===== config.mk =====
export PLATFORM = sky130hd
export DESIGN_NAME = sensor_conditioner
export DESIGN_NICKNAME = d
export VERILOG_FILES = /design/src/rtl/fusion_pkg.sv /design/src/rtl/sensor_conditioner.sv
export SDC_FILE = /design/constraint.sdc
export NUM_CORES = 1
export LEC_CHECK = 0
export ABC_AREA = 0
export BUFFER_PORTS_ARGS = -buffer_cell sky130_fd_sc_hd__buf_2
export CAP_MARGIN = 0
export CORE_AREA = 2 2 55 57
export DETAILED_ROUTE_END_ITERATION = 8
export DIE_AREA = 0 0 57 59
export PLACE_DENSITY = 0.93
export SYNTH_ARGS = -nofsm -noshare
export SYNTH_HDL_FRONTEND = slang
export SYNTH_SLANG_ARGS = --single-unit

===== constraint.sdc =====
create_clock -name vclk -period 1.2
set_input_delay 0.06 -clock vclk [all_inputs]
set_output_delay 0.06 -clock vclk [all_outputs]
set_load 0.02 [all_outputs]

===== src/rtl/fusion_pkg.sv =====
// Sizes, fixed-point helpers, weight tables and payload types shared by the fusion RTL and testbench
package fusion_pkg;

    localparam int N_SENSORS = 3;
    localparam int N_WORDS   = 4;
    localparam int WORD_W    = 16;
    localparam int SCORE_W   = 32;
    localparam int FRAC_BITS = 8;   // Q8.8 scaling of V by the score
    localparam int HIST_LEN  = 3;   // Bad requests in a row before a persistent fault

    typedef logic signed [WORD_W-1:0] sample_t;
    typedef sample_t [N_WORDS-1:0] vec_t;

    typedef struct packed {
        logic [WORD_W-1:0] checksum;
        vec_t              data;
    } sensor_frame_t;

    typedef sensor_frame_t [N_SENSORS-1:0] frame_set_t;

    typedef struct packed {
        vec_t q;
        vec_t k;
        vec_t v;
    } qkv_t;

    typedef logic signed [SCORE_W-1:0] score_t;

    typedef struct packed {
        logic reserved;     // Always 0
        logic loss_err;
        logic range_err;
        logic checksum_err;
    } fault_code_t;

    typedef vec_t [N_SENSORS-1:0] fused_set_t;  // Sensor 0 in the low word group

    // Projection weights, indexed [output word][input word]
    localparam sample_t W_Q [N_WORDS][N_WORDS] = '{
        '{ 1,  0, -1,  2},
        '{ 0,  2,  1, -1},
        '{-1,  1,  0,  1},
        '{ 2, -1,  1,  0}
    };
    localparam sample_t W_K [N_WORDS][N_WORDS] = '{
        '{ 1,  1,  0, -1},
        '{-2,  0,  1,  1},
        '{ 0, -1,  2,  0},
        '{ 1,  0, -1,  3}
    };
    localparam sample_t W_V [N_WORDS][N_WORDS] = '{
        '{ 2,  0,  1,  0},
        '{ 0,  1, -1,  2},
        '{ 1, -2,  0,  1},
        '{-1,  0,  3,  1}
    };

    localparam longint WORD_MAX  = (longint'(1) << (WORD_W - 1)) - 1;
    localparam longint WORD_MIN  = -(longint'(1) << (WORD_W - 1));
    localparam longint SCORE_MAX = (longint'(1) << (SCORE_W - 1)) - 1;
    localparam longint SCORE_MIN = -(longint'(1) << (SCORE_W - 1));

    // Clamp a wide signed value into one data word
    function automatic sample_t sat_word(input logic signed [63:0] value);
        if (value > WORD_MAX)
            return sample_t'(WORD_MAX);
        if (value < WORD_MIN)
            return sample_t'(WORD_MIN);
        return sample_t'(value);
    endfunction

    function automatic score_t sat_score(input logic signed [63:0] value);
        if (value > SCORE_MAX)
            return score_t'(SCORE_MAX);
        if (value < SCORE_MIN)
            return score_t'(SCORE_MIN);
        return score_t'(value);
    endfunction

endpackage


===== src/rtl/sensor_conditioner.sv =====
// Clamps every data word of one sensor frame into the clip window set by the top level
`timescale 1ns/1ps

module sensor_conditioner #(
    parameter int CLIP_MIN = -16384,
    parameter int CLIP_MAX = 16383
) (
    input  fusion_pkg::sensor_frame_t frame,
    output fusion_pkg::vec_t          conditioned
);

    // Checksum is consumed by the fault monitor only
    always_comb begin : clip_words
        fusion_pkg::sample_t word;
        for (int i = 0; i < fusion_pkg::N_WORDS; i++) begin
            word = $signed(frame.data[i]);
            if (word < CLIP_MIN) begin
                conditioned[i] = fusion_pkg::sample_t'(CLIP_MIN);
            end else if (word > CLIP_MAX) begin
                conditioned[i] = fusion_pkg::sample_t'(CLIP_MAX);
            end else begin
                conditioned[i] = word;
            end
        end
    end

    // Window must lie inside the signed word range
    initial begin
        assert (CLIP_MIN <= CLIP_MAX && CLIP_MIN >= fusion_pkg::WORD_MIN &&
                CLIP_MAX <= fusion_pkg::WORD_MAX)
        else $error("sensor_conditioner: clip window outside the word range");
    end

endmodule


### After elaboration in Yosys (flattened, before gate mapping)

Cells that the tools add are included.

| storage, ports and cells | value |
|---|---|
| register bits | 0 |
| input port bits | 80 |
| output and inout bits | 64 |
| logic and storage cells | 16 |

| cells by class | value |
|---|---|
| order comparisons | 8 |
| multiplexer cells | 8 |

Operators with widths:

| cell | number |
|---|---|
| $mux 16 | 8 |
| $gt 16x15->1 const B | 4 |
| $lt 16x15->1 const B | 4 |

### Depth between registers and ports, before layout

| logic depth | value |
|---|---|
| word-level depth | 3 |
| depth in mapped cells | 4 |
| mapped depth without buffers | 2 |

### Worst setup path before layout

Ideal clock, no wire load.

| timing path | value |
|---|---|
| path type | input to output |
| from | input port frame[14] (netlist bit) |
| to | output port conditioned[10] (netlist bit) |
| arrival | 0.860 ns |
| required time | 1.140 ns |
| setup slack | 0.280 ns |
| stages | 4 |
| path buffers | 2 |
| path through | buf_4 > buf_4 > nor2_1 > o21ai_0 |

RTL lines:

| element | RTL line | text |
|---|---|---|
| start: declaration | sensor_conditioner.sv:8 | `input fusion_pkg::sensor_frame_t frame,` |
| end: declaration | sensor_conditioner.sv:9 | `output fusion_pkg::vec_t conditioned` |

==> impl_metrics.yaml <==
worst_hold_path:
  hold_end: "conditioned[31]"
  worstHoldStart: "frame[31]"
  hold_depth: 2
  hp-class: "in2out"
global_route:
  grt_pass1_wl_mm: 3.967
  grt-ovfl-total: 0
  grt_start_max_net_pins: 29
  grt_busiest_layer: "met2"
  first_global_vias: 972
  track_usage: 0.1349
  antenna_found_initial: 0
  grt_use_met3: 0.01965
  use_met1: 0.1627
  met2_usage: 0.2677
layout:
  diodes: 0
  area_growth_syn_to_layout_pct: 69.74
  nClkBuffers: 0
  nFillCells: 270
  seq_cells: 0
  final_area_um2: 1361
  drive_gt1_frac: 0.5167
  layout_common_cells: "128 x buf_2, 42 x nor2_1, 42 x nand2_1, 42 x o21ai_0, 10 x maj3_2"
  final_common_cell: "buf_2"
  seq_area_um2: 0
  final_nets: 351
detailed_routing:
  wire_per_inst_um: 8.853
  vias: 1350
  drc: 0
  drt-total-wl_mm: 2.656
  drtIter0Drc: 82
  drtPass1Iterations: 4
  viasPerCell: 4.500
  ant_nets: 0
worst_setup_path:
  crit_type: "in2out"
  worstPathArrival_ns: 0.89
  required_ns: 1.14
  critical-path-top-delay-family: "buffers and inverters"
  cp_slowest_stage_delay_ns: 0.34
  crit_fanout: 28
  cp_cell_sequence: "buf_2 > nor2_1 > o21ai_0 > buf_2"
  crit_start: "frame[14]"
  crit_path_frequent_cell: "buf_2"
  cp_slowest_cell: "buf_2"
  endpoint_kind: "output pin"
  critPathBufInv: 2
  critPathLaunchType: "primary input"
timing:
  period_share: 0.7895
  rsz0062_at_grt: "false"
  slew_headroom: 0.7264
  setup_tns_ns: 0
  worst_pin_slew_ns: 0.4103
  finalHoldViolations: 0
  setup_viol: 0
  drv_slew: 0
  max_freq_mhz: 1055
  period_needed_ns: 0.9474
synthesis:
  yosysUniqueCellTypes: 10
  syn_area_per_cell_um2: 4.920
  ys_seq_area_frac: 0
  syn_nets: 243
  ys_warn_count: 0
  synth.cell_area_um2: 802.0
  netlist_instances: 163
job:
  cap_violations: 0
pwr:
  power_density_nw_per_um2: 514.6
  peakVddDrop_uv: 437.4
  p_comb_frac: 1.000
  p_leak_nw: 0.7711
  power_switching_uw: 435.2
  internal_power_uw: 265.3
  pwr-share-seq: 0
  pwr-share-clk: 0
  switching_share: 0.6213
  finalPower_uw: 700.5
floorplan:
  design.core.area_um2: 2710
  io_pins: 144
  die_y_um: 59
  start_util: 0.2959
  fp.dieW_um: 57
  row_count: 19
  dieArea_um2: 3363
clock_network:
  cts-resized-gates: 0
  cts_setup_buffers: 0
  hold_buffers: 0
place:
  hpwl_mm: 2.225
  routabilityCongestion: 0.7236
  io_buffer_count: 128
  post_dp_cell_area_um2: 1361
run_status:
  status: "finished, final reports clean"
==> logic make-up (layout without fill, tap and decap cells) <==
logic type      count (synthesis)  count (layout)  synth area share
compound gates                 42              42            0.2621
simple gates                   84              84            0.3931
fa+ha+maj                      14              14            0.1903
buf+inv                        23             129            0.1544
==> power by group through the flow <==
stage | clock [mW] | sequential, mW | combinational [mW]
2_1_floorplan | 0 | 0 | 0.441
3_3_place_gp | 0 | 0 | 0.691
3_5_place_dp | 0 | 0 | 0.704
4_1_cts | 0 | 0 | 0.706
5_1_grt | 0 | 0 | 0.763
6_report | 0 | 0 | 0.701
==> final cells by class <==
class,count,area [um^2],area share
multi-input combinational,140,678.2,0.4982
timing repair buffer,128,640.6,0.4706
tap,31,38.79,0.02849
inverter,1,3.754,0.002757
==> worst max-delay path by stage <==
stage / to / slack, ns / cells past startpoint
2_1_floorplan: conditioned[10] / 0.28 / 4
3_3_place_gp: conditioned[1] / 0.29 / 4
3_5_place_dp: conditioned[61] / 0.26 / 4
4_1_cts: conditioned[61] / 0.25 / 4
5_1_grt: conditioned[59] / 0.14 / 4
6_report: conditioned[1] / 0.25 / 4
==> synthesized netlist by cell type <==
cell	number	area (um^2)
nand2_1	42	157.7
nor2_1	42	157.7
o21ai_0	42	210.2
clkbuf_1	11	41.29
maj3_2	10	112.6
buf_4	7	52.55
maj3_1	4	40.04
buf_2	3	15.01
buf_6	1	11.26
inv_2	1	3.750
==> metal layers <==
layer | wire length [um] | part of all wire
met1 | 1071 | 0.40
met2 | 1242 | 0.47
met3 | 342 | 0.13
met4 | 0 | 0
met5 | 0 | 0
==> metrics by stage <==
stage	setup WS (ns)	util	hold slack (ns)	instances
after global placement	0.2894	0.5023	0.3738	300
after detailed placement	0.2628	0.5023	0.3758	300
after global routing	0.1413	0.5023	0.3975	300
after CTS	0.2530	0.5023	0.3773	300
after floorplan	0.2805	-	0.2637	163
final	0.2526	0.5023	0.3744	300
Note: power is estimated with default switching activity, not from simulation.
