`config.mk`:
```
export PLATFORM = sky130hd
export DESIGN_NAME = fault_monitor
export DESIGN_NICKNAME = d
export VERILOG_FILES = /design/src/rtl/fusion_pkg.sv /design/src/rtl/fault_monitor.sv
export SDC_FILE = /design/constraint.sdc
export NUM_CORES = 1
export LEC_CHECK = 0
export ABC_AREA = 1
export BUFFER_PORTS_ARGS = -buffer_cell sky130_fd_sc_hd__buf_2
export CAP_MARGIN = 20
export CELL_PAD_IN_SITES_DETAIL_PLACEMENT = 0
export CELL_PAD_IN_SITES_GLOBAL_PLACEMENT = 2
export CORE_UTILIZATION = 29
export CTS_CLUSTER_SIZE = 40
export DETAILED_ROUTE_END_ITERATION = 6
export HOLD_SLACK_MARGIN = 0.12
export PLACE_DENSITY_LB_ADDON = 0.1
export SLEW_MARGIN = 40
export SYNTH_ARGS = -nofsm -noshare
export SYNTH_HDL_FRONTEND = slang
export SYNTH_SLANG_ARGS = --single-unit
```
`constraint.sdc`:
```
create_clock -name clk -period 6.1 [get_ports clk]
set_input_delay 0.305 -clock clk [delete_from_list [all_inputs] [get_ports clk]]
set_output_delay 0.305 -clock clk [all_outputs]
set_load 0.02 [all_outputs]
```
`src/rtl/fusion_pkg.sv`:
```
// Sizes, fixed-point helpers, weight tables and payload types shared by the fusion RTL and testbench
package fusion_pkg;

    localparam int N_SENSORS = 3;
    localparam int N_WORDS   = 4;
    localparam int WORD_W    = 16;
    localparam int SCORE_W   = 32;
    localparam int FRAC_BITS = 8;   // Q8.8 scaling of V by the score
    localparam int HIST_LEN  = 3;   // Bad requests in a row before a persistent fault

    typedef logic signed [WORD_W-1:0] sample_t;
    typedef sample_t [N_WORDS-1:0] vec_t;

    typedef struct packed {
        logic [WORD_W-1:0] checksum;
        vec_t              data;
    } sensor_frame_t;

    typedef sensor_frame_t [N_SENSORS-1:0] frame_set_t;

    typedef struct packed {
        vec_t q;
        vec_t k;
        vec_t v;
    } qkv_t;

    typedef logic signed [SCORE_W-1:0] score_t;

    typedef struct packed {
        logic reserved;     // Always 0
        logic loss_err;
        logic range_err;
        logic checksum_err;
    } fault_code_t;

    typedef vec_t [N_SENSORS-1:0] fused_set_t;  // Sensor 0 in the low word group

    // Projection weights, indexed [output word][input word]
    localparam sample_t W_Q [N_WORDS][N_WORDS] = '{
        '{ 1,  0, -1,  2},
        '{ 0,  2,  1, -1},
        '{-1,  1,  0,  1},
        '{ 2, -1,  1,  0}
    };
    localparam sample_t W_K [N_WORDS][N_WORDS] = '{
        '{ 1,  1,  0, -1},
        '{-2,  0,  1,  1},
        '{ 0, -1,  2,  0},
        '{ 1,  0, -1,  3}
    };
    localparam sample_t W_V [N_WORDS][N_WORDS] = '{
        '{ 2,  0,  1,  0},
        '{ 0,  1, -1,  2},
        '{ 1, -2,  0,  1},
        '{-1,  0,  3,  1}
    };

    localparam longint WORD_MAX  = (longint'(1) << (WORD_W - 1)) - 1;
    localparam longint WORD_MIN  = -(longint'(1) << (WORD_W - 1));
    localparam longint SCORE_MAX = (longint'(1) << (SCORE_W - 1)) - 1;
    localparam longint SCORE_MIN = -(longint'(1) << (SCORE_W - 1));

    // Clamp a wide signed value into one data word
    function automatic sample_t sat_word(input logic signed [63:0] value);
        if (value > WORD_MAX)
            return sample_t'(WORD_MAX);
        if (value < WORD_MIN)
            return sample_t'(WORD_MIN);
        return sample_t'(value);
    endfunction

    function automatic score_t sat_score(input logic signed [63:0] value);
        if (value > SCORE_MAX)
            return score_t'(SCORE_MAX);
        if (value < SCORE_MIN)
            return score_t'(SCORE_MIN);
        return score_t'(value);
    endfunction

endpackage

```
`src/rtl/fault_monitor.sv`:
```
// Checksum check plus range and signal-loss histories for all sensors, advanced per accepted request
`timescale 1ns/1ps

module fault_monitor #(
    parameter int RANGE_LIMIT = 10000
) (
    input  logic                    clk,
    input  logic                    rst_n,
    input  fusion_pkg::frame_set_t  frames,
    input  logic                    update,     // Acceptance strobe
    output fusion_pkg::fault_code_t fault
);

    localparam int NS = fusion_pkg::N_SENSORS;
    localparam int HW = fusion_pkg::HIST_LEN - 1;  // Earlier requests remembered

    logic [NS-1:0] sum_bad;
    logic [NS-1:0] range_now;
    logic [NS-1:0] loss_now;
    logic [NS-1:0] range_persist;
    logic [NS-1:0] loss_persist;

    logic [NS-1:0][HW-1:0] range_hist;  // Bit 0 is the most recent accepted request
    logic [NS-1:0][HW-1:0] loss_hist;

    always_comb begin : frame_checks
        logic [fusion_pkg::WORD_W-1:0] sum;
        fusion_pkg::sample_t           word;
        for (int s = 0; s < NS; s++) begin
            sum          = '0;
            range_now[s] = 1'b0;
            for (int i = 0; i < fusion_pkg::N_WORDS; i++) begin
                word = $signed(frames[s].data[i]);
                sum  = sum + word;  // Wrapping 16-bit sum
                if (word > RANGE_LIMIT || word < -RANGE_LIMIT) begin
                    range_now[s] = 1'b1;
                end
            end
            sum_bad[s]       = (sum != frames[s].checksum);
            loss_now[s]      = (frames[s] == '0);  // Checksum counts in the zero test
            range_persist[s] = range_now[s] && (&range_hist[s]);
            loss_persist[s]  = loss_now[s] && (&loss_hist[s]);
        end
    end

    always_ff @(posedge clk or negedge rst_n) begin
        if (!rst_n) begin
            range_hist <= '0;
            loss_hist  <= '0;
        end else if (update) begin
            for (int s = 0; s < NS; s++) begin
                range_hist[s] <= HW'({range_hist[s], range_now[s]});
                loss_hist[s]  <= HW'({loss_hist[s], loss_now[s]});
            end
        end
    end

    always_comb begin
        fault.reserved     = 1'b0;
        fault.loss_err     = |loss_persist;
        fault.range_err    = |range_persist;
        fault.checksum_err = |sum_bad;
    end

    // An all-zero frame always lies inside the range window
    a_loss_not_range: assert property (@(posedge clk) disable iff (!rst_n)
        (loss_now & range_now) == '0);

endmodule

```
; ---- Word level (Yosys, flattened, before mapping)
; Cells that the tools add are included.
[word_totals]
regBits = 12
out_inout_bits = 4
wordCells = 84
[classes]
n_addsub = 9
order_cmp = 24
n_eq_ne = 3
muxes = 12
reduce_logical = 30
[op_table]
columns = operator, count
row1 = 80-bit zero test, 3
row2 = "16-bit by 15-bit > comparator with 1-bit output, second input constant", 12
row3 = "16-bit by 15-bit < comparator with 1-bit output, second input constant", 12
row4 = 16-bit adder, 9
row5 = 16-bit inequality test, 3
row6 = 1-bit logical OR, 12
row7 = 1-bit two-way mux, 12
row8 = 2-bit AND reduction, 6
row9 = 3-bit OR reduction, 3
row10 = 1-bit logical AND, 6

; ---- Logic depth before layout (Yosys ltp)
; Gate-level depths: netlist of run 1.
[logic_depth]
word_depth = 8
ltp_mapped = 19

; ---- Worst setup path after synthesis of run 1
; Ideal clock, no wire load.
[synth_path]
path_type = input to output
from = input frames[1] (netlist name)
to = output fault[0] (netlist name)
arrival_time_ps = 3067
required_time_ps = 5795
slack_ps = 2728
stages = 19
n_path_buf = 0
cell_sequence = fa_1 -> inv_1 -> fa_1 -> inv_1 -> ha_1 -> fa_1 -> inv_1 -> nand2_1 -> nand2_1 -> nor2_1 -> nand2_1 -> nor2_1 -> nand2_1 -> nor2_1 -> nand3_1 -> nor2_1 -> nand4_1 -> nor2_1 -> nand4_1
[synth_lines]
columns = element, line_no
row1 = from (decl), fault_monitor.sv:9  ; input fusion_pkg::frame_set_t frames,
row2 = to (decl), fault_monitor.sv:11  ; output fusion_pkg::fault_code_t fault

==> results of run 1 <==
[area by class of cell]
| class | instances | area, sq um | area share |
|---|---|---|---|
| Tap cell | 335 | 419 | 0.0444 |
| Sequential cell | 12 | 300 | 0.0318 |
| Multi-Input combinational cell | 1033 | 6710 | 0.710 |
| Clock buffer | 4 | 88.8 | 0.00940 |
| Inverter | 186 | 698 | 0.0739 |
| Timing Repair Buffer | 246 | 1240 | 0.131 |
[where the power goes]
group	total, mW	leakage (nW)	switching (mW)	internal, mW
Clock	0.134	0.0442	0.0347	0.0990
Combinational	1.70	4.75	1.05	0.644
Sequential	0.0848	0.149	0.00189	0.0829
[worst reg2reg max path, cell delays in order, from the launching register on]
cell and delay, ns:
dfrtp_1 0.38, nor2_1 0.11, a31oi_1 0.05
[how the worst min path moves through the flow]
stage                 from                   endpoint  slack [ns]  cells past startpoint
finish              update  range_hist[5]$_DFFE_PN0P_        0.40                      3
global route        update  range_hist[0]$_DFFE_PN0P_        0.43                      3
CTS                 update  range_hist[0]$_DFFE_PN0P_        0.40                      3
detailed placement   rst_n  range_hist[5]$_DFFE_PN0P_        0.20                      1
global placement     rst_n  range_hist[5]$_DFFE_PN0P_        0.20                      1
floorplan            rst_n   loss_hist[0]$_DFFE_PN0P_       0.009                      0
[registers in the layout (all words and copies together) (netlist names)]
register and cells:
loss_hist 6, range_hist 6
[cells by family after synthesis]
logic type,Yosys count
adder cells (fa/ha/maj),135
other,1
AND/OR/NAND/NOR,748
XOR/XNOR,50
AO/OA/AOI/OAI,99
flip-flops,12
buffers and inverters,189
[synth_stat cells]
| cell | count | area share |
|---|---|---|
| a21o_1 | 2 | 0.0019 |
| a21oi_1 | 36 | 0.023 |
| a31o_2 | 1 | 0.0011 |
| a31oi_1 | 9 | 0.0073 |
| buf_4 | 1 | 0.00097 |
| clkbuf_1 | 2 | 0.00097 |
| conb_1 | 1 | 0.00049 |
| dfrtp_1 | 12 | 0.039 |
| fa_1 | 90 | 0.23 |
| ha_1 | 45 | 0.073 |
| inv_1 | 186 | 0.090 |
| nand2_1 | 363 | 0.18 |
| nand2b_1 | 1 | 0.00081 |
| nand3_1 | 94 | 0.061 |
| nand3b_1 | 15 | 0.015 |
| nand4_1 | 49 | 0.040 |
| nor2_1 | 136 | 0.066 |
| nor2_2 | 1 | 0.00081 |
| nor3_1 | 30 | 0.019 |
| nor3_2 | 1 | 0.0013 |
| nor3b_1 | 4 | 0.0039 |
| nor4_1 | 21 | 0.017 |
| nor4_2 | 2 | 0.0032 |
| nor4b_1 | 5 | 0.0057 |
| o211ai_1 | 12 | 0.012 |
| o21ai_0 | 28 | 0.018 |
| o21ai_1 | 2 | 0.0013 |
| o21bai_1 | 8 | 0.0078 |
| o22ai_1 | 1 | 0.00081 |
| or2_0 | 3 | 0.0024 |
| or2_1 | 8 | 0.0065 |
| or2_2 | 14 | 0.011 |
| or3_1 | 1 | 0.00081 |
| xnor2_1 | 21 | 0.024 |
| xor2_1 | 29 | 0.033 |
[placed cells by master, fill, tap and decap left out, types with 2 or more instances in the layout]
| cell type | instances |
|---|---|
| a21o_1 | 2 |
| a21oi_1 | 36 |
| a31oi_1 | 9 |
| buf_2 | 245 |
| clkbuf_16 | 3 |
| dfrtp_1 | 12 |
| fa_1 | 90 |
| ha_1 | 45 |
| inv_1 | 186 |
| nand2_1 | 363 |
| nand3_1 | 94 |
| nand3b_1 | 15 |
| nand4_1 | 49 |
| nor2_1 | 136 |
| nor3_1 | 30 |
| nor3b_1 | 4 |
| nor4_1 | 20 |
| nor4_2 | 3 |
| nor4b_1 | 5 |
| o211ai_1 | 12 |
| o21ai_0 | 28 |
| o21ai_1 | 2 |
| o21bai_1 | 8 |
| or2_0 | 3 |
| or2_1 | 8 |
| or2_2 | 14 |
| xnor2_1 | 21 |
| xor2_1 | 29 |
[layer usage]
layer  share of wire  global-route usage
met4          0.0040              0.0142
met3           0.045              0.0142
met5         0.00085                   0
met2            0.44               0.354
met1            0.51               0.329
[per-stage QoR]
stage	hold WS [ns]	total power, mW	cells	setup slack, ns
after floorplan	0.00941	1.27	1234	2.73
after global placement	0.199	1.80	1811	2.30
after detailed placement	0.204	1.79	1811	2.27
after CTS	0.402	1.94	1816	2.25
after global routing	0.430	2.18	1816	1.87
final	0.402	1.92	1816	2.25
==> out/results.txt, run 1 <==
status: complete, no violations
syn_nets: 1612
r2r startpoint: range_hist[2]$_DFFE_PN0P_
Rel. slew slack: 0.550
Post-Synth Simple-Gate Area: 0.431
crit path to: fault[0]
required time of the critical path: 5.79 ns
Max Fanout on Critical Path: 3
vias per cell: 4.77
Final nets: 1860
setup TNS: 0 ns
Worst setup EP type: output port
Synth Area in XOR/XNOR: 0.0568
Yosys Warn Count: 0
Post-Syn Area: 7710 sq um
CTS tree: built
clk root buf: clkbuf_16
delay-heaviest family, CP: adder cells
adder-cell share of the synthesized area: 0.307
n_diodes: 0
TritonCTS buffer count: 3
Critical Path Start Type: primary input
clk_skew: 0.00409 ns
Crit path buffers/inverters: 5
Top Ports: 247
Critical Path Source: frames[81]
post-synthesis register bit count: 12
initial DRC count: 455
Initial Util: 0.296
Period minus WS final: 3.85 ns
vias in the first global route: 8604
static leakage: 4.94 nW
hpwl dp: 27200 um
worst path cell trace: buf_2, fa_1, inv_1, fa_1, inv_1, ha_1, fa_1, inv_1, nand2_1, nand2_1, nor2_1, nand2_1, nor2_1, nand2_1, nor2_1, nand3_1, nor2_1, nand4_1, nor2_1, nand4_1, buf_2
reg2reg end: range_hist[2]$_DFFE_PN0P_
H-tree lvl count: 1
Hold Crit Class: in -> reg
multiplexer area fraction after synthesis: 0
fin util: 0.363
Worst Reg-to-Reg Cells: 2
initial antenna violation count: 2
number of I/O port buffers: 245
Layout area overhead: 22.5%
Clock Pin Slew Worst Setup and Hold Paths: 0.05 ns
share of layout cells above drive strength 1: 0.182
Setup Viol. Count Final: 0
Rows: 59
critical path type: in -> out
maxcap violations: 0
Die W: 165 um
Crit path depth: 21
complex-gate fraction of the synthesized area: 0.0735
first-pass GRT wire length: 46100 um
DRC Markers: 0
Die H: 165 um
ANT nets after route: 0
slowest CP cell: fa_1
drt total wl: 29300 um
RSZ-0062 raised after global routing: no
Final Max Tran Viols: 0
WL/cell: 16.2 um
FF-to-FF setup slack: 5.42 ns
final instance area: 9450 sq um
Max IR drop VDD: 0.0818 mV
Placer Congestion: 0.904
Seq/Total Area, Yosys: 0.0389
pin count of the biggest net entering global routing: 15
# clock sinks: 12
post-CTS setup buffer count: 0
GRT overflow: 0
Initial DRT Pass Iterations: 7
post_cts resized: 0
Core ar.: 26100 sq um
fin crit share: 0.631
gr usage total: 0.219
Worst path most repeated cell: nor2_1
main combinational cell family by area after synthesis: simple AND/OR/NAND/NOR gates
Worst-Margin Slew: 0.666 ns
crit path DAT: 3.54 ns
CTS Hold Buffers Added: 1
Placement Cell Area: 9350 sq um
Avg Cell Area, Syn: 6.25 sq um
die area: 27300 sq um
final hold vios: 0
pwr/cell area: 203 nW/um^2
Max clock buf depth: 2
fill cell count: 2964
Vias: 8658
Cells after Synth: 1234
Cell variety after synth: 35
critical path's largest stage delay: 0.54 ns
fmax: 260 MHz
worst-skew pair later-pin latency: 0.24 ns
(Power assumes the default switching activity.)
==> run 2, diff against run 1 <==
Settings changed: CORE_UTILIZATION 29 to 27.
Clock period 6.1 ns to 3.9 ns, I/O delays scaled along.
==> out/results.txt, run 2 (same netlist as run 1, synthesis figures left out) <==
status: complete, no violations
RSZ-0062 raised after global routing: yes
share of layout cells above drive strength 1: 0.189
die area: 29300 sq um
maxcap violations: 0
Setup Viol. Count Final: 0
pin count of the biggest net entering global routing: 15
crit path DAT: 3.40 ns
biggest regs: loss_hist: 6 flops, range_hist: 6 flops
Die H: 171 um
dpl cells: 1854
gr usage total: 0.206
static leakage: 4.95 nW
TritonCTS buffer count: 3
fmax: 278 MHz
vias in the first global route: 8502
Max IR drop VDD: 0.111 mV
n_diodes: 0
Core ar.: 27900 sq um
Hold Crit Class: in -> reg
hpwl dp: 27800 um
initial antenna violation count: 0
most frequent cells in the layout: 362 x nand2_1, 243 x buf_2, 183 x inv_1
worst hold slack: 0.298 ns
CTS tree: built
Period minus WS final: 3.60 ns
initial DRC count: 474
GRT overflow: 0
final hold vios: 0
fin crit share: 0.922
Initial Util: 0.276
setup TNS: 0 ns
Rel. slew slack: 0.436
most common cell after layout, fill and taps aside: nand2_1
Worst Setup Slack, final: 0.303 ns
Rows: 61
Worst Reg-to-Reg Cells: 2
# clock sinks: 12
final instance area: 9560 sq um
Vias: 8707
first-pass GRT wire length: 46400 um
ANT nets after route: 0
Top Ports: 247
H-tree lvl count: 1
critical path type: in -> out
worst-skew pair later-pin latency: 0.24 ns
Placer Congestion: 0.896
Clock Pin Slew Worst Setup and Hold Paths: 0.04 ns
WL/cell: 16.1 um
hold path depth: 3
Max clock buf depth: 2
required time of the critical path: 3.70 ns
pwr/cell area: 317 nW/um^2
drt total wl: 30000 um
pre-CTS setup slack: 0.267 ns
Final nets: 1862
Initial DRT Pass Iterations: 5
Worst setup EP type: output port
Final Power: 3.03 mW
Placement Cell Area: 9410 sq um
vias per cell: 4.68
Max Fanout on Critical Path: 4
Critical Path Start Type: primary input
Final Max Tran Viols: 0
fin util: 0.342
number of I/O port buffers: 245
DRC Markers: 0
Worst-Margin Slew: 0.834 ns
Die W: 171 um
clk root buf: clkbuf_16
non-filler cells, final: 1861
clk_skew: 0.000470 ns
Layout area overhead: 23.9%
## run 2: cell count changes in the layout (fill, tap and decap cells not counted), sizes merged
cell / before / now
buf: 245 / 247
## run 2: per-layer routing
layer	track usage	part of all wire	routed length, um	up-vias
met5	0	0	0	-
met4	0.0132	0.0025	76	0
met3	0.0141	0.045	1340	6
met2	0.336	0.44	13200	219
met1	0.308	0.51	15400	3985
li1	-	-	-	4497
## run 2: final timing paths
path                                           startpoint                         to  slack (ns)
worst max register to register  range_hist[2]$_DFFE_PN0P_  range_hist[2]$_DFFE_PN0P_        3.21
worst min register to register  range_hist[5]$_DFFE_PN0P_  range_hist[5]$_DFFE_PN0P_        0.47
min in group asynchronous                           rst_n  range_hist[5]$_DFFE_PN0P_        0.37
max in group asynchronous                           rst_n   loss_hist[4]$_DFFE_PN0P_        3.31
worst min-delay path                               update  range_hist[4]$_DFFE_PN0P_        0.30
worst max-delay path                          frames[161]                   fault[0]        0.30
## run 2: worst max-delay path: stages
cell     delay, ns
buf_2         0.11
fa_1          0.50
fa_1          0.54
ha_2          0.19
inv_1         0.07
fa_1          0.42
or2_2         0.33
nand3_1       0.11
nand2_1       0.06
nor2_1        0.10
nand3_1       0.08
nor2_1        0.09
nand2_1       0.05
nor2_1        0.08
nand4_1       0.11
nor2_1        0.11
nand4_1       0.09
buf_6         0.15
## run 2: where the power goes
group	internal [mW]	total, mW	switching, mW
combinational	1.02	2.69	1.68
sequential	0.130	0.132	0.00267
clock	0.155	0.208	0.0529
## run 2: cell type report
type	instances	area (sq um)
repair buffers	248	1260
well taps	378	473
fillers	3250	18400
inverters	186	698
multi-input cells	1033	6730
clock buffers	4	88.8
flip-flops and latches	12	300
## run 2: repair_timing
action | CTS | global route
setup buffers | 0 | 2
endpoints found under the hold margin | 12 | 0
gates resized for setup | 0 | 15
hold buffers | 1 | 0
setup endpoints to repair | 0 | 1
==> run 3, diff against run 2 <==
Settings changed: ABC_AREA 1 to not set, CORE_UTILIZATION 27 to 26, SETUP_SLACK_MARGIN set to 0.3.
Clock period 3.9 ns to 3.3 ns, I/O delays scaled along.
==> out/results.txt, run 3 <==
complex-gate fraction of the synthesized area: 0.174
Yosys top cell by area: fa_1
delay-heaviest family, CP: adder cells
fin crit share: 1.30
met1 Use GR: 0.291
Hold Crit Class: in -> reg
die area: 24500 sq um
adder-cell share of the synthesized area: 0.380
TritonCTS buffer count: 3
worst path cell trace: buf_2, fa_1, fa_1, ha_1, inv_1, fa_1, buf_4, nor2b_1, o2111ai_1, and3_1, o21bai_1, xnor2_1, nand4_1, nor4_2, nand4_1, or4_4, buf_6
Max IR drop VDD: 0.180 mV
Worst Setup Slack, final: -1.00 ns
Final nets: 1562
share of layout cells above drive strength 1: 0.430
clk root buf: clkbuf_16
Yosys Warn Count: 0
DRC Markers: 0
Post-Synth Simple-Gate Area: 0.212
met3 Use GR: 0.0210
CTS tree: built
Worst path most repeated cell: fa_1
# clock sinks: 12
multiplexer area fraction after synthesis: 0.0244
WL/cell: 16.8 um
required time of the critical path: 3.13 ns
Initial DRT Pass Iterations: 5
Top Usage Layer GRT: met2
clk_skew: 0.00426 ns
pwr/cell area: 412 nW/um^2
most frequent cells in the layout: 243 x buf_2, 231 x buf_4, 88 x fa_1
slowest CP cell: fa_1
Post-synth top cells: 90 x fa_1, 69 x xnor2_1, 53 x a21oi_1
syn_nets: 1085
Initial Util: 0.265
Final Max Tran Viols: 0
first-pass GRT wire length: 39500 um
status: finished with violations
met2 Track Usage GR: 0.355
final hold vios: 0
crit path DAT: 4.14 ns
ys flop type: dfrtp_1
critical path type: in -> out
fill cell count: 2454
Rel. slew slack: 0.504
Max Fanout on Critical Path: 2
Clock power frac: 0.060
Worst setup EP type: output port
top-count cell post-synth: fa_1
initial DRC count: 275
Period minus WS final: 4.30 ns
Crit path buffers/inverters: 4
fmax: 232 MHz
Vias: 7136
fraction of registers with async set/reset: 1.00
Critical Path Start Type: primary input
biggest regs: loss_hist: 6 flops, range_hist: 6 flops
failing checks: negative setup slack
critical path's largest stage delay: 0.53 ns
multi-input logic area: 5750 sq um
Placer Congestion: 0.893
Die W: 157 um
ANT nets after route: 0
Post-synth EDFFs: 0
Top Ports: 247
Placement Cell Area: 9560 sq um
Cells after Synth: 707
Worst-Margin Slew: 0.738 ns
GRT overflow: 0
Core ar.: 23500 sq um
Synth Area in XOR/XNOR: 0.125
Post-Syn Area: 6220 sq um
n_diodes: 0
final instance area: 9720 sq um
top post-synthesis cells by area: fa_1 29%, xnor2_1 9.7%, ha_1 9.1%
number of I/O port buffers: 245
Seq/Total Area, Yosys: 0.0483
Internal: 2.18 mW
post-synthesis register bit count: 12
initial antenna violation count: 0
RSZ-0062 raised after global routing: yes
Cell variety after synth: 62
gr usage total: 0.208
pin count of the biggest net entering global routing: 13
Final Power: 4.00 mW
main combinational cell family by area after synthesis: adder cells
hpwl dp: 23700 um
static leakage: 4.50 nW
Die H: 157 um
Clock Pin Slew Worst Setup and Hold Paths: 0.04 ns
switch share: 0.456
vias per cell: 4.75
worst-skew pair later-pin latency: 0.24 ns
drt total wl: 25200 um
area fraction of the dominant cell type after synthesis: 0.290
Setup Viol. Count Final: 1
Net Sw Power: 1.82 mW
most common cell after layout, fill and taps aside: buf_2
Layout area overhead: 56.3%
H-tree lvl count: 1
Avg Cell Area, Syn: 8.79 sq um
maxcap violations: 0
Reg power frac: 0.037
vias in the first global route: 7597
setup TNS: -1.00 ns
FF/Latch Area: 300 sq um
Rows: 56
Max clock buf depth: 2
Gate power share: 0.902
[run 3: cell count changes in the layout (fill, tap and decap cells not counted), sizes merged, moves of 22 or more]
cell and change:
nor2 -113, nand2 -333, nand3 -65, buf +229, inv -134, xnor2 +48
or2 -24, nor4 +22
[run 3: power by group through the flow]
stage                     Clock, mW  Combinational (mW)  Sequential, mW
after floorplan                   0                1.98           0.151
after global placement            0                3.61           0.151
after detailed placement          0                3.59           0.151
after CTS                     0.246                3.64           0.149
after global routing          0.252                4.01           0.149
final                         0.241                3.61           0.149
[run 3: path summary, 6_finish.rpt]
check                                     startpoint                        end  slack [ns]  cells past startpoint
hold / removal                                update   loss_hist[4]$_DFFE_PN0P_        0.32                      2
setup / recovery                         frames[161]                   fault[0]       -1.00                     17
setup reg to reg           range_hist[0]$_DFFE_PN0P_  range_hist[1]$_DFFE_PN0P_        2.53                      1
hold reg to reg             loss_hist[1]$_DFFE_PN0P_   loss_hist[1]$_DFFE_PN0P_        0.51                      1
min in group asynchronous                      rst_n   loss_hist[3]$_DFFE_PN0P_        0.33                      2
max in group asynchronous                      rst_n   loss_hist[5]$_DFFE_PN0P_        2.75                      2
[run 3: metrics by stage]
step	setup slack, ns	hold WS (ns)	util	instances
2_1_floorplan	-0.598	-0.131	-	707
3_3_place_gp	-1.23	0.0526	0.407	1497
3_5_place_dp	-1.26	0.0526	0.407	1497
4_1_cts	-1.14	0.324	0.413	1502
5_1_grt	-1.25	0.340	0.414	1502
6_report	-1.00	0.322	0.414	1502
[run 3: repair_timing]
action / 4_1_cts / 5_1_grt
pin swaps: 6 / 6
setup buffers: 0 / 0
hold buffers: 1 / 0
setup endpoints to repair: 1 / 1
gates resized for setup: 8 / 5
endpoints found under the hold margin: 12 / 0
[run 3: layout make-up]
cell class,instances,share of cell area
Clock buffer,4,0.00914
Tap cell,319,0.0411
Sequential cell,12,0.0309
Timing Repair Buffer,477,0.307
Inverter,52,0.0201
Multi-Input combinational cell,638,0.592
[run 3: routing by layer]
layer	vias to the layer above	wire length, um
li1	3593	-
met1	3323	12000
met2	208	11600
met3	12	1250
met4	0	304
met5	-	0
[run 3: cell families (layout without fill, tap and decap cells)]
logic type	after synthesis	count (layout)
xor+xnor	89	89
mux	14	14
buf+inv	57	533
flops	12	12
compound gates	158	158
simple gates	241	241
fa+ha+maj	135	135
other cells	1	1
